`config.mk`:
```
export PLATFORM = sky130hd
export DESIGN_NAME = opq_top
export DESIGN_NICKNAME = d
export VERILOG_FILES = /design/src/opq_pkg.sv /design/src/op_queue.sv /design/src/wakeup_match.sv /design/src/opq_apb_regs.sv /design/src/opq_top.sv
export SDC_FILE = /design/constraint.sdc
export NUM_CORES = 1
export LEC_CHECK = 0
export ABC_CLOCK_PERIOD_IN_PS = 3000
export BUFFER_PORTS_ARGS = -buffer_cell sky130_fd_sc_hd__buf_2
export CORE_AREA = 5 5 231 233
export CTS_CLUSTER_SIZE = 10
export DETAILED_ROUTE_END_ITERATION = 10
export DIE_AREA = 0 0 236 238
export SLEW_MARGIN = 20
export SYNTH_ARGS = -nofsm -noshare
export SYNTH_HDL_FRONTEND = slang
export SYNTH_SLANG_ARGS = --single-unit
```
`constraint.sdc`:
```
create_clock -name clk -period 3 [get_ports clk]
set_input_delay 0.15 -clock clk [delete_from_list [all_inputs] [get_ports clk]]
set_output_delay 0.15 -clock clk [all_outputs]
set_load 0.1 [all_outputs]
```
`src/opq_pkg.sv`:
```
package opq_pkg;

    // queue geometry. One slot always stays free so capacity is Q_LENGTH-1.
    localparam int Q_LENGTH = 16;
    localparam int TAG_W = 7;
    localparam int M_W = 8;              // modifiable word, wait bit plus tag or value.
    localparam int N_W = 8;              // payload, written once at push.
    localparam int ENTRY_W = M_W + N_W;

    // apb word addresses.
    localparam logic [7:0] ADDR_PUSH = 8'h00;
    localparam logic [7:0] ADDR_HEAD = 8'h04;
    localparam logic [7:0] ADDR_POP = 8'h08;
    localparam logic [7:0] ADDR_STATUS = 8'h0C;
    localparam logic [7:0] ADDR_CTRL = 8'h10;

    // bit positions inside the STATUS and CTRL words.
    localparam int STAT_EMPTY = 0;
    localparam int STAT_FULL = 1;
    localparam int STAT_HEAD_READY = 2;
    localparam int CTRL_FLUSH = 0;

    // the modifiable word seen two ways.
    // a set wait bit means the slot still waits for its producer tag.
    // a clear wait bit means the operand value has been captured.
    typedef union packed {
        struct packed {
            logic             wait_bit;
            logic [TAG_W-1:0] tag;
        } pending;
        struct packed {
            logic             wait_bit;
            logic [TAG_W-1:0] value;
        } ready;
    } m_word_u;

endpackage

```
`src/op_queue.sv`:
```
module op_queue (
    input  logic                                      clk,
    input  logic                                      rst,
    input  logic [opq_pkg::M_W-1:0]                   m_din,
    input  logic [opq_pkg::N_W-1:0]                   n_din,
    input  logic                                      wr,
    input  logic                                      rd,
    input  logic                                      flush,
    input  logic [opq_pkg::Q_LENGTH-1:0]              modify_vector,
    input  logic [opq_pkg::Q_LENGTH*opq_pkg::M_W-1:0] new_m_vector,
    output logic                                      full,
    output logic                                      empty,
    output logic [opq_pkg::Q_LENGTH*opq_pkg::M_W-1:0] old_m_vector,
    output logic [opq_pkg::ENTRY_W-1:0]               dout
);
    import opq_pkg::*;

    logic [Q_LENGTH-1:0] ptr_wr;
    logic [Q_LENGTH-1:0] ptr_rd;
    logic [Q_LENGTH-1:0] rot_ptr_wr;
    logic [Q_LENGTH-1:0] rot_ptr_rd;
    logic                ld_wr;
    logic                ld_rd;

    logic [M_W-1:0] m_q [Q_LENGTH];
    logic [N_W-1:0] n_q [Q_LENGTH];

    // each pointer advances by one slot per accepted access.
    assign rot_ptr_wr = {ptr_wr[Q_LENGTH-2:0], ptr_wr[Q_LENGTH-1]};
    assign rot_ptr_rd = {ptr_rd[Q_LENGTH-2:0], ptr_rd[Q_LENGTH-1]};

    assign empty = (ptr_rd == ptr_wr);
    assign full = (ptr_rd == rot_ptr_wr); // the write pointer is one step behind the read pointer.

    assign ld_wr = wr && !full;
    assign ld_rd = rd && !empty;

    always_ff @(posedge clk) begin
        if (rst || flush) begin
            ptr_wr <= Q_LENGTH'(1);
            ptr_rd <= Q_LENGTH'(1);
        end else begin
            if (ld_wr) begin
                ptr_wr <= rot_ptr_wr;
            end
            if (ld_rd) begin
                ptr_rd <= rot_ptr_rd;
            end
        end
    end

    // slot storage.
    // A push owns the whole slot in its cycle, so a broadcast hitting the
    // same slot then is dropped and the pushed word is kept as written.
    for (genvar i = 0; i < Q_LENGTH; i++) begin : g_slot
        logic ld;

        assign ld = ld_wr && ptr_wr[i];

        always_ff @(posedge clk) begin
            if (rst || flush) begin
                m_q[i] <= '0;
                n_q[i] <= '0;
            end else if (ld) begin
                m_q[i] <= m_din;
                n_q[i] <= n_din;
            end else if (modify_vector[i]) begin
                m_q[i] <= new_m_vector[i*M_W +: M_W]; // the payload is never touched here.
            end
        end

        assign old_m_vector[i*M_W +: M_W] = m_q[i];
    end

    // and-or select of the head slot, the read pointer is one-hot.
    always_comb begin
        dout = '0;
        for (int i = 0; i < Q_LENGTH; i++) begin
            dout = dout | ({m_q[i], n_q[i]} & {ENTRY_W{ptr_rd[i]}});
        end
    end

    a_ptr_onehot : assert property (
        @(posedge clk) disable iff (rst)
        $onehot(ptr_wr) && $onehot(ptr_rd)
    ) else $error("queue pointer lost its one-hot form");

    a_full_empty : assert property (
        @(posedge clk) disable iff (rst)
        !(full && empty)
    ) else $error("queue reports full and empty together");

endmodule

```
`src/wakeup_match.sv`:
```
module wakeup_match (
    input  logic [opq_pkg::Q_LENGTH*opq_pkg::M_W-1:0] old_m_vector,
    input  logic                                      wb_valid,
    input  logic [opq_pkg::TAG_W-1:0]                 wb_tag,
    input  logic [opq_pkg::TAG_W-1:0]                 wb_value,
    output logic [opq_pkg::Q_LENGTH-1:0]              modify_vector,
    output logic [opq_pkg::Q_LENGTH*opq_pkg::M_W-1:0] new_m_vector
);
    import opq_pkg::*;

    m_word_u old_w [Q_LENGTH];
    m_word_u ready_w;

    // every slot that matches gets the same captured value.
    always_comb begin
        ready_w.ready.wait_bit = 1'b0;
        ready_w.ready.value = wb_value;
    end

    for (genvar i = 0; i < Q_LENGTH; i++) begin : g_match
        assign old_w[i] = old_m_vector[i*M_W +: M_W];

        // only slots still waiting can match, so captured values never alias a tag.
        assign modify_vector[i] = wb_valid
                                  && old_w[i].pending.wait_bit
                                  && (old_w[i].pending.tag == wb_tag);

        assign new_m_vector[i*M_W +: M_W] = ready_w;
    end

    always_comb begin
        a_no_modify_idle : assert final (wb_valid || (modify_vector == '0))
            else $error("modify raised without a valid broadcast");
    end

endmodule

```
`src/opq_apb_regs.sv`:
```
module opq_apb_regs (
    input  logic                        clk,
    input  logic                        rst,
    input  logic [7:0]                  paddr,
    input  logic                        psel,
    input  logic                        penable,
    input  logic                        pwrite,
    input  logic [31:0]                 pwdata,
    input  logic                        full,
    input  logic                        empty,
    input  logic [opq_pkg::ENTRY_W-1:0] head,
    output logic [31:0]                 prdata,
    output logic                        pready,
    output logic                        pslverr,
    output logic [opq_pkg::M_W-1:0]     m_din,
    output logic [opq_pkg::N_W-1:0]     n_din,
    output logic                        wr,
    output logic                        rd,
    output logic                        flush
);
    import opq_pkg::*;

    logic               access;
    logic               head_first;
    logic               head_wait;
    logic [ENTRY_W-1:0] head_q;
    m_word_u            head_m;
    logic               head_ready;
    logic               err;
    logic               ok_wr;

    assign access = psel && penable;
    assign head_m = head[ENTRY_W-1 -: M_W];
    assign head_ready = !empty && !head_m.pending.wait_bit;

    // first cycle of a HEAD read access, where the head gets sampled.
    assign head_first = access && !pwrite && (paddr == ADDR_HEAD) && !head_wait;

    // legality of the access against the register map.
    always_comb begin
        case (paddr)
            ADDR_PUSH: err = !pwrite || full;
            ADDR_POP: err = !pwrite || !head_ready;  // a pending head may not leave.
            ADDR_CTRL: err = !pwrite;
            ADDR_HEAD: err = pwrite || empty;
            ADDR_STATUS: err = pwrite;
            default: err = 1'b1;
        endcase
    end

    assign pready = access && !head_first;
    assign pslverr = pready && err;

    // queue strobes. Writes complete in one cycle so these are single pulses.
    assign ok_wr = pready && !err && pwrite;
    assign wr = ok_wr && (paddr == ADDR_PUSH);
    assign rd = ok_wr && (paddr == ADDR_POP);
    assign flush = ok_wr && (paddr == ADDR_CTRL) && pwdata[CTRL_FLUSH];

    assign m_din = pwdata[N_W +: M_W];
    assign n_din = pwdata[0 +: N_W];

    always_ff @(posedge clk) begin
        if (rst) begin
            head_wait <= 1'b0;
        end else begin
            head_wait <= head_first; // high only for the completing cycle.
        end
    end

    always_ff @(posedge clk) begin
        if (head_first) begin
            head_q <= head;
        end
    end

    always_comb begin
        prdata = '0;
        if (pready && !pwrite && !err) begin
            case (paddr)
                ADDR_HEAD: begin
                    prdata[ENTRY_W-1:0] = head_q;
                end
                ADDR_STATUS: begin
                    prdata[STAT_EMPTY] = empty;
                    prdata[STAT_FULL] = full;
                    prdata[STAT_HEAD_READY] = head_ready;
                end
                default: begin
                    prdata = '0;
                end
            endcase
        end
    end

    a_rd_ready_head : assert property (
        @(posedge clk) disable iff (rst)
        rd |-> !head_m.pending.wait_bit
    ) else $error("pop issued while the head still waits");

    // an accepted push must leave at least one entry in the queue.
    a_push_fills : assert property (
        @(posedge clk) disable iff (rst)
        wr |=> !empty
    ) else $error("queue empty right after an accepted push");

endmodule

```
`src/opq_top.sv`:
```
module opq_top (
    input  logic                      clk,
    input  logic                      rst,
    input  logic [7:0]                paddr,
    input  logic                      psel,
    input  logic                      penable,
    input  logic                      pwrite,
    input  logic [31:0]               pwdata,
    output logic [31:0]               prdata,
    output logic                      pready,
    output logic                      pslverr,
    input  logic                      wb_valid,
    input  logic [opq_pkg::TAG_W-1:0] wb_tag,
    input  logic [opq_pkg::TAG_W-1:0] wb_value
);
    import opq_pkg::*;

    logic [M_W-1:0]          m_din;
    logic [N_W-1:0]          n_din;
    logic                    wr;
    logic                    rd;
    logic                    flush;
    logic                    full;
    logic                    empty;
    logic [ENTRY_W-1:0]      dout;
    logic [Q_LENGTH-1:0]     modify_vector;
    logic [Q_LENGTH*M_W-1:0] old_m_vector;
    logic [Q_LENGTH*M_W-1:0] new_m_vector;

    opq_apb_regs i_opq_apb_regs (
        .clk     (clk),
        .rst     (rst),
        .paddr   (paddr),
        .psel    (psel),
        .penable (penable),
        .pwrite  (pwrite),
        .pwdata  (pwdata),
        .full    (full),
        .empty   (empty),
        .head    (dout),
        .prdata  (prdata),
        .pready  (pready),
        .pslverr (pslverr),
        .m_din   (m_din),
        .n_din   (n_din),
        .wr      (wr),
        .rd      (rd),
        .flush   (flush)
    );

    op_queue i_op_queue (
        .clk           (clk),
        .rst           (rst),
        .m_din         (m_din),
        .n_din         (n_din),
        .wr            (wr),
        .rd            (rd),
        .flush         (flush),
        .modify_vector (modify_vector),
        .new_m_vector  (new_m_vector),
        .full          (full),
        .empty         (empty),
        .old_m_vector  (old_m_vector),
        .dout          (dout)
    );

    wakeup_match i_wakeup_match (
        .old_m_vector  (old_m_vector),
        .wb_valid      (wb_valid),
        .wb_tag        (wb_tag),
        .wb_value      (wb_value),
        .modify_vector (modify_vector),
        .new_m_vector  (new_m_vector)
    );

endmodule

```
==> impl_metrics.yaml, run 1 <==
setup_path:
  crit_fanout: 13
  r2r-end: "i_op_queue.m_q[2][28]"
  rr_startpoint: "i_op_queue.ptr_wr[6]"
  worst_ep_arrival_time_ns: 2.73
  critPathCapture: "prdata[5]"
  reg2reg_depth: 6
  crit_required_ns: 2.85
  end_kind: "output pin"
  startpoint_type: "register"
  startpoint: "i_op_queue.ptr_wr[6]"
  ff2ff_setup_slack_ns: 0.39
  critical_path_class: "reg -> out"
cells_and_area:
  seq_area_um2: 8830
  fin_area_um2: 18600
  finalNetCount: 1409
  antenna_cells: 0
  multi_input_area_um2: 6560
  drive_gt1_share_pct: 17.6
  fill_cells: 4908
  utilization_pct: 36.4
  synthToLayoutAreaGrowth_pct: 15.3
global_route:
  grt_pass1_vias: 11500
  grt.overflow.total: 0
  grt_usage_pct: 18.4
  antenna_found_initial: 1
  grt_pass1_wl_mm: 78.9
  grt_max_degree: 61
yosys:
  synthTopCellsByArea: "edfxtp_1 51%, and2_1 6.4%, a32o_1 6.3%"
  ys_types: 56
  synth.most_common_cell: "edfxtp_1"
  synth_area_um2: 16100
  synth.top_cell.area_share_pct: 50.7
  synth_commonest_cells: "272 x edfxtp_1, 164 x and2_1, 102 x a32o_1"
  async_reset_ff_share_pct: 0
  yosysWarningCount: 0
  synth_cells: 1256
  yosysSeqAreaShare_pct: 54.8
  yosys.area.top_type: "edfxtp_1"
  synth-main-ff-cell: "edfxtp_1"
  synth_edf_count: 272
  synth-seq-cells: 305
  syn_area_per_cell_um2: 12.8
drt:
  wire_per_inst_um: 26.4
  drcViolationCount: 0
  via_per_inst: 5.86
  vias: 12100
  first_iter_violations: 1635
  finalWirelength_mm: 54.3
  first_pass_iters: 6
  drtAntennaViolNets: 0
place:
  pre_cts_slack_ns: 0.293
  placed_area_um2: 17400
  routabilityCongestion: 0.927
  dp_hpwl_mm: 36.9
  port-buffer-count: 61
floorplanning:
  dieArea_um2: 56200
  coreArea_um2: 51000
  die_w_um: 236
  pin_count: 94
  start_util_pct: 31.6
  die_h_um: 238
  num_rows: 83
pwr:
  vdd_ir_drop_max_mv: 0.352
  leakagePower_nw: 6.51
  p_per_area_nw_per_um2: 516
sta:
  fmax_ghz: 0.347
  setup_viol: 0
  clock_skew_ns: 0.0266
  hold_viol: 0
  relSlewSlack_pct: 49.4
  slew_violations: 0
  period_minus_slack_ns: 2.88
  fin_ws_ns: 0.121
  worst_pin_slew_ns: 0.751
  finalCritPeriodShare_pct: 96.0
cts:
  clkLatencyLatePin_ns: 0.55
  cts_tree: "built"
  postCtsSetupBuffers: 0
  root_buffer: "clkbuf_16"
  numCtsBuffers: 36
  cts_max_level: 2
  cts_sinks: 305
  clockBufferDepth: 3
  path_clk_slew_ns: 0.06
job:
  maxCapViolCount: 0
hold_path:
  hp-class: "in -> reg"
run_status:
  outcome: "finished, final reports clean"
[through the flow]
step | cells | TNS, ns | power, mW | hold WS [ns]
5_1_grt | 2057 | -0.0147 | 9.84 | 0.0487
4_1_cts | 2057 | 0 | 9.62 | 0.00406
2_1_floorplan | 1271 | 0 | 5.32 | 0.348
3_3_place_gp | 1985 | 0 | 5.54 | 0.494
3_5_place_dp | 1985 | 0 | 5.55 | 0.497
6_report | 2057 | 0 | 9.60 | 0.0174
[report_power, final]
group	internal [mW]	switching (mW)
Combinational	0.157	0.484
Clock	2.39	1.72
Sequential	4.76	0.0937
[cell families (layout without fill, tap and decap cells)]
group	Yosys count	in the layout	synth area share, %
flip-flops	305	305	54.8
other	1	16	0.0233
AO/OA/AOI/OAI	272	272	15.6
multiplexers	17	17	1.06
XOR/XNOR	144	144	7.82
AND/OR/NAND/NOR	377	377	15.5
buffers and inverters	140	246	5.23
[worst max-delay path, stage by stage, from the launching register on]
cell     delay (ns)
dfxtp_1        0.47
xor2_1         0.10
nor4_1         0.45
nand4_1        0.18
buf_4          0.20
o221a_4        0.31
and2_1         0.18
buf_2          0.29
[what timing repair did]
item | 4_1_cts | 5_1_grt
setup endpoints to repair | 13 | 15
endpoints found under the hold margin | 6 | 0
pin swaps | 0 | 1
hold buffers | 6 | 0
gates resized for setup | 1 | 8
[routing by layer]
| metal | part of all wire, % | global-route usage (%) | vias up |
|---|---|---|---|
| met5 | 0.024 | 0 | - |
| met4 | 3.9 | 6.28 | 2 |
| met3 | 11 | 3.59 | 148 |
| met2 | 45 | 29.4 | 785 |
| met1 | 40 | 25.3 | 6028 |
| li1 | - | - | 5097 |
[sequential cells by signal, summed over array words and instances (netlist names)]
register,cells
i_op_queue.n_q,128
i_op_queue.ptr_rd,16
i_op_queue.m_q,128
i_op_queue.ptr_wr,16
i_opq_apb_regs.head_q,16
i_opq_apb_regs.head_wait,1
[worst min path at each step]
stage | startpoint | endpoint | slack [ns] | depth (start not counted)
after floorplan | pwdata[15] | i_op_queue.m_q[0][15] | 0.35 | 1
after global placement | wb_value[4] | i_op_queue.m_q[2][4] | 0.49 | 3
after detailed placement | wb_value[4] | i_op_queue.m_q[2][4] | 0.50 | 3
after CTS | penable | i_opq_apb_regs.head_wait | 0.004 | 3
after global routing | penable | i_opq_apb_regs.head_wait | 0.05 | 3
final | penable | i_opq_apb_regs.head_wait | 0.02 | 3
[area by class of cell]
class,count,share of cell area (%)
clock inverter,1,0.0875
timing repair buffer,173,6.66
tap,680,4.58
multi-input combinational,826,35.3
clock buffer,65,5.72
inverter,7,0.141
sequential,305,47.5
[placed cells by master (no fill, tap or decap), types with 17 or more instances in the layout]
cell	netlist	routed
edfxtp_1	272	272
and2_1	164	164
buf_4	21	103
a32o_1	102	102
xnor2_1	80	80
xor2_1	64	64
a22o_1	61	61
a221oi_1	60	60
buf_2	43	57
nand4_1	50	50
nand2_1	47	47
clkbuf_16	0	38
dfxtp_1	33	31
clkbuf_1	39	26
nor4_1	25	23
nand3_1	22	21
mux2i_1	17	17
(Power assumes the default switching activity.)
==> run 2, diff against run 1 <==
- REMOVE_ABC_BUFFERS: default -> 1
==> run 2 against run 1 <==
Final cell count is essentially flat. Sequential share of layout area is essentially flat. Design area is essentially flat. Clock skew shrank 0.012 ns. Global-route usage is essentially flat. Hold slack gained 0.0031 ns. Die area is the same. Routed wire length is essentially flat. Via count shrank 0.96%. First-iteration DRC count shrank 15%. Critical endpoint is now prdata[11].
==> impl_metrics.yaml, run 2 (same netlist as run 1, synthesis figures left out) <==
global_route:
  grt_pass1_vias: 11600
  use_met1_pct: 24.6
  busiest_layer: "met2"
  grt_pass1_wl_mm: 78.6
  use_met3_pct: 3.20
  grt_usage_pct: 18.4
  grt.met2_usage_pct: 30.2
  grt_max_degree: 31
  antenna_found_initial: 2
  grt.overflow.total: 0
floorplanning:
  num_rows: 83
  dieArea_um2: 56200
  pin_count: 94
  coreArea_um2: 51000
  die_w_um: 236
  die_h_um: 238
  start_util_pct: 31.6
cts:
  clockBufferDepth: 3
  cts_tree: "built"
  clkLatencyLatePin_ns: 0.53
  cts_sinks: 305
  cts_max_level: 2
  root_buffer: "clkbuf_16"
  path_clk_slew_ns: 0.06
  numCtsBuffers: 36
setup_path:
  worst_ep_arrival_time_ns: 2.79
  crit_fanout: 13
  crit_required_ns: 2.85
  end_kind: "output pin"
  startpoint_type: "register"
  critical_path_class: "reg -> out"
cells_and_area:
  final_common_cell: "edfxtp_1"
  antenna_cells: 0
  mostFrequentLayoutCells: "272 x edfxtp_1, 164 x and2_1, 103 x buf_4, 102 x a32o_1, 80 x xnor2_1"
  fill_cells: 4878
  largest_registers: "i_op_queue.m_q (128), i_op_queue.n_q (128)"
  finalNetCount: 1412
  synthToLayoutAreaGrowth_pct: 15.2
  drive_gt1_share_pct: 17.8
sta:
  relSlewSlack_pct: 51.0
  fmax_ghz: 0.340
  rsz0062_at_grt: "true"
  setup_viol: 0
  tns_ns: 0
  hold_viol: 0
  clock_skew_ns: 0.0142
  finalCritPeriodShare_pct: 98.0
  period_minus_slack_ns: 2.94
  fin_ws_ns: 0.0606
  slew_violations: 0
  worst_pin_slew_ns: 0.736
drt:
  vias: 11900
  first_iter_violations: 1395
  finalWirelength_mm: 54.3
  via_per_inst: 5.80
  drcViolationCount: 0
  first_pass_iters: 6
  wire_per_inst_um: 26.4
  drtAntennaViolNets: 0
place:
  dp_hpwl_mm: 36.3
  routabilityCongestion: 0.954
  port-buffer-count: 61
  pre_cts_slack_ns: 0.233
pwr:
  pwr-share-clk_pct: 42.3
  leakagePower_nw: 6.51
  power_frac_seq_pct: 50.8
  p_per_area_nw_per_um2: 513
  vdd_ir_drop_max_mv: 0.280
  switching_power_mw: 2.28
  power_frac_comb_pct: 6.9
  internal_power_mw: 7.25
  p_sw_share_pct: 23.9
run_status:
  outcome: "finished, final reports clean"
job:
  maxCapViolCount: 0
hold_path:
  hp-class: "in -> reg"
==> run 2: timing repair <==
item,in CTS,in global routing
gates resized for setup,0,7
setup endpoints to repair,16,16
hold buffers,3,0
buffers inserted,2,0
pin swaps,1,0
endpoints found under the hold margin,2,0
==> run 2: worst max-delay path, cell delays in order (launching register included) <==
cell	delay (ns)
dfxtp_1	0.43
xor2_1	0.18
nor4_1	0.45
nand4_1	0.15
buf_4	0.19
o221a_2	0.36
and2_1	0.20
buf_2	0.29
==> run 2: stage by stage <==
stage / total power, mW / utilization (%) / instances / instance area (um^2) / hold WS, ns
6_report: 9.53 / 36.4 / 2059 / 18600 / 0.0205
5_1_grt: 9.78 / 36.4 / 2059 / 18600 / 0.0271
4_1_cts: 9.57 / 36.4 / 2059 / 18500 / 0.00263
3_5_place_dp: 5.57 / 34.2 / 1989 / 17400 / 0.524
3_3_place_gp: 5.57 / 34.2 / 1989 / 17400 / 0.522
2_1_floorplan: 5.23 / - / 1138 / 15400 / 0.229
==> run 2: final timing paths <==
check,start,depth (start not counted),end,slack [ns]
max,i_op_queue.ptr_wr[14],7,prdata[11],0.06
min reg2reg,i_op_queue.n_q[1][43],2,i_opq_apb_regs.head_q[3],0.58
min,wb_value[0],3,i_op_queue.m_q[2][0],0.02
max reg2reg,i_op_queue.ptr_wr[14],8,i_op_queue.m_q[0][24],0.16
==> run 2: routing by layer <==
metal  up-vias  share of wire [%]
met1      5983                 40
li1       5091                  -
met3       154                9.6
met2       712                 47
met4         4                3.8
met5         -              0.046
==> run 2: area by class of cell <==
cell class / count / area [um^2] / share of cell area (%)
Clock inverter: 3 / 22.5 / 0.121
Inverter: 7 / 26.3 / 0.142
Tap cell: 680 / 851 / 4.58
Multi-Input combinational cell: 826 / 6540 / 35.2
Timing Repair Buffer: 176 / 1270 / 6.82
Clock buffer: 62 / 1030 / 5.55
Sequential cell: 305 / 8830 / 47.6
==> run 2: power groups by stage <==
stage                     clock (mW)  combinational, mW  sequential, mW
after global placement             0              0.639            4.93
after global routing            4.25              0.680            4.86
after floorplan                    0              0.340            4.89
after detailed placement           0              0.644            4.93
after CTS                       4.08              0.648            4.84
final                           4.03              0.658            4.85
==> run 3, diff against run 2 <==
- CORE_AREA: 5 5 231 233 -> 5 5 165 326
- DIE_AREA: 0 0 236 238 -> 0 0 170 331
==> run 3 against run 2 <==
Clock power is 1% higher. First-iteration DRC count is 11% lower. Global-route usage is 3.9 points higher. Sequential cell count stayed put. Sequential power hardly changed. Count of clock-buffer cells in the layout stayed put. Sequential share of layout area is 0.41 points lower. Critical path type unchanged. Clock skew is 0.011 ns higher. Non-clock buffer count is 2 lower.
==> impl_metrics.yaml, run 3 (same netlist as run 1, synthesis figures left out) <==
sta:
  clock_skew_ns: 0.0254
  hold_viol: 0
  worst_pin_slew_ns: 1.05
  worst_hold_slack_ns: 0.0190
  period_minus_slack_ns: 2.91
  fin_ws_ns: 0.0932
  relSlewSlack_pct: 30.3
  setup_viol: 0
  slew_violations: 0
  finalCritPeriodShare_pct: 96.9
  tns_ns: 0
  fmax_ghz: 0.344
  rsz0062_at_grt: "false"
cts:
  path_clk_slew_ns: 0.06
  cts_sinks: 305
  root_buffer: "clkbuf_16"
  cts_tree: "built"
  clkLatencyLatePin_ns: 0.55
  clockBufferDepth: 3
  numCtsBuffers: 36
  cts_max_level: 2
floorplanning:
  start_util_pct: 31.7
  dieArea_um2: 56300
  die_w_um: 170
  num_rows: 117
  coreArea_um2: 50800
  pin_count: 94
  die_h_um: 331
global_route:
  antenna_found_initial: 1
  grt.overflow.total: 0
  grt_usage_pct: 22.3
  grt_max_degree: 31
  grt_pass1_vias: 12700
  grt_pass1_wl_mm: 89.8
cells_and_area:
  multi_input_area_um2: 6560
  antenna_cells: 0
  final_common_cell: "edfxtp_1"
  fill_cells: 4917
  largest_registers: "i_op_queue.m_q (128), i_op_queue.n_q (128)"
  seq_area_um2: 8840
  synthToLayoutAreaGrowth_pct: 16.4
  final_cells: 2032
  drive_gt1_share_pct: 18.6
  finalNetCount: 1410
  mostFrequentLayoutCells: "272 x edfxtp_1, 164 x and2_1, 103 x buf_4, 102 x a32o_1, 80 x xnor2_1"
setup_path:
  crit_slowest_cell: "clkbuf_4"
  crit_buf_inv: 3
  critical_path_class: "reg -> out"
  crit_chain: "buf_4 -> a22oi_1 -> nand2_1 -> nor4_2 -> buf_4 -> nand3_1 -> a21oi_1 -> clkbuf_4"
  startpoint_type: "register"
  end_kind: "output pin"
  critPathMostFrequentCell: "buf_4"
  worst_path_largest_cell_delay_ns: 0.36
  worst_ep_arrival_time_ns: 2.76
  crit_required_ns: 2.85
  crit_family: "buffers and inverters"
  crit_fanout: 17
job:
  maxCapViolCount: 0
drt:
  finalWirelength_mm: 63.8
  vias: 12200
  via_per_inst: 6.02
  first_iter_violations: 1241
  drcViolationCount: 0
  first_pass_iters: 5
  drtAntennaViolNets: 0
  wire_per_inst_um: 31.4
pwr:
  leakagePower_nw: 6.53
  p_per_area_nw_per_um2: 512
  vdd_ir_drop_max_mv: 0.336
place:
  pre_cts_slack_ns: 0.152
  routabilityCongestion: 1.04
  port-buffer-count: 61
  dp_hpwl_mm: 45.5
  placed_cells: 1959
hold_path:
  hp-class: "in -> reg"
run_status:
  outcome: "finished, final reports clean"
[run 3: tightest hold or removal path: cells and delay by family]
family        cells  cell delay [ns]
simple gates      2             0.25
buf+inv           1             0.11
[run 3: area by class of cell]
cell class | instances | share of cell area, %
sequential | 305 | 47.1
inverter | 7 | 0.140
timing repair buffer | 174 | 7.79
clock buffer | 62 | 5.32
tap | 654 | 4.36
multi-input combinational | 826 | 35.0
clock inverter | 4 | 0.280
[run 3: final timing paths]
path | endpoint | slack [ns] | startpoint | cells past startpoint
max | prdata[2] | 0.09 | i_op_queue.ptr_rd[1] | 8
min | i_opq_apb_regs.head_wait | 0.02 | penable | 3
max reg2reg | i_op_queue.n_q[0][17] | 0.34 | i_op_queue.ptr_wr[14] | 6
min reg2reg | i_op_queue.ptr_rd[10] | 0.55 | i_op_queue.ptr_rd[9] | 2
[run 3: per-stage QoR]
step | total power [mW] | utilization, % | cell area [um^2]
finish | 9.60 | 36.9 | 18800
global route | 9.83 | 36.9 | 18800
CTS | 9.63 | 36.9 | 18700
detailed placement | 5.60 | 34.6 | 17600
global placement | 5.58 | 34.6 | 17600
floorplan | 5.23 | - | 15400
[run 3: what timing repair did]
item,in CTS,in global routing
pin swaps,1,3
setup endpoints to repair,14,15
hold buffers,4,0
buffers inserted,1,2
resized for setup,7,10
hold endpoints to repair,4,0
[run 3: report_power, final]
| part | internal [mW] | switching [mW] | total [mW] |
|---|---|---|---|
| clock | 2.28 | 1.79 | 4.07 |
| combinational | 0.168 | 0.509 | 0.678 |
| sequential | 4.75 | 0.100 | 4.85 |
[run 3: metal layers]
layer / share of wire, % / vias to the layer above / track usage, % / routed length (um)
li1: - / 5085 / - / -
met1: 30 / 6039 / 20.7 / 18800
met2: 53 / 801 / 42.0 / 34000
met3: 6.2 / 309 / 2.63 / 3970
met4: 11 / 0 / 19.4 / 6980
met5: 0 / - / 0 / 0
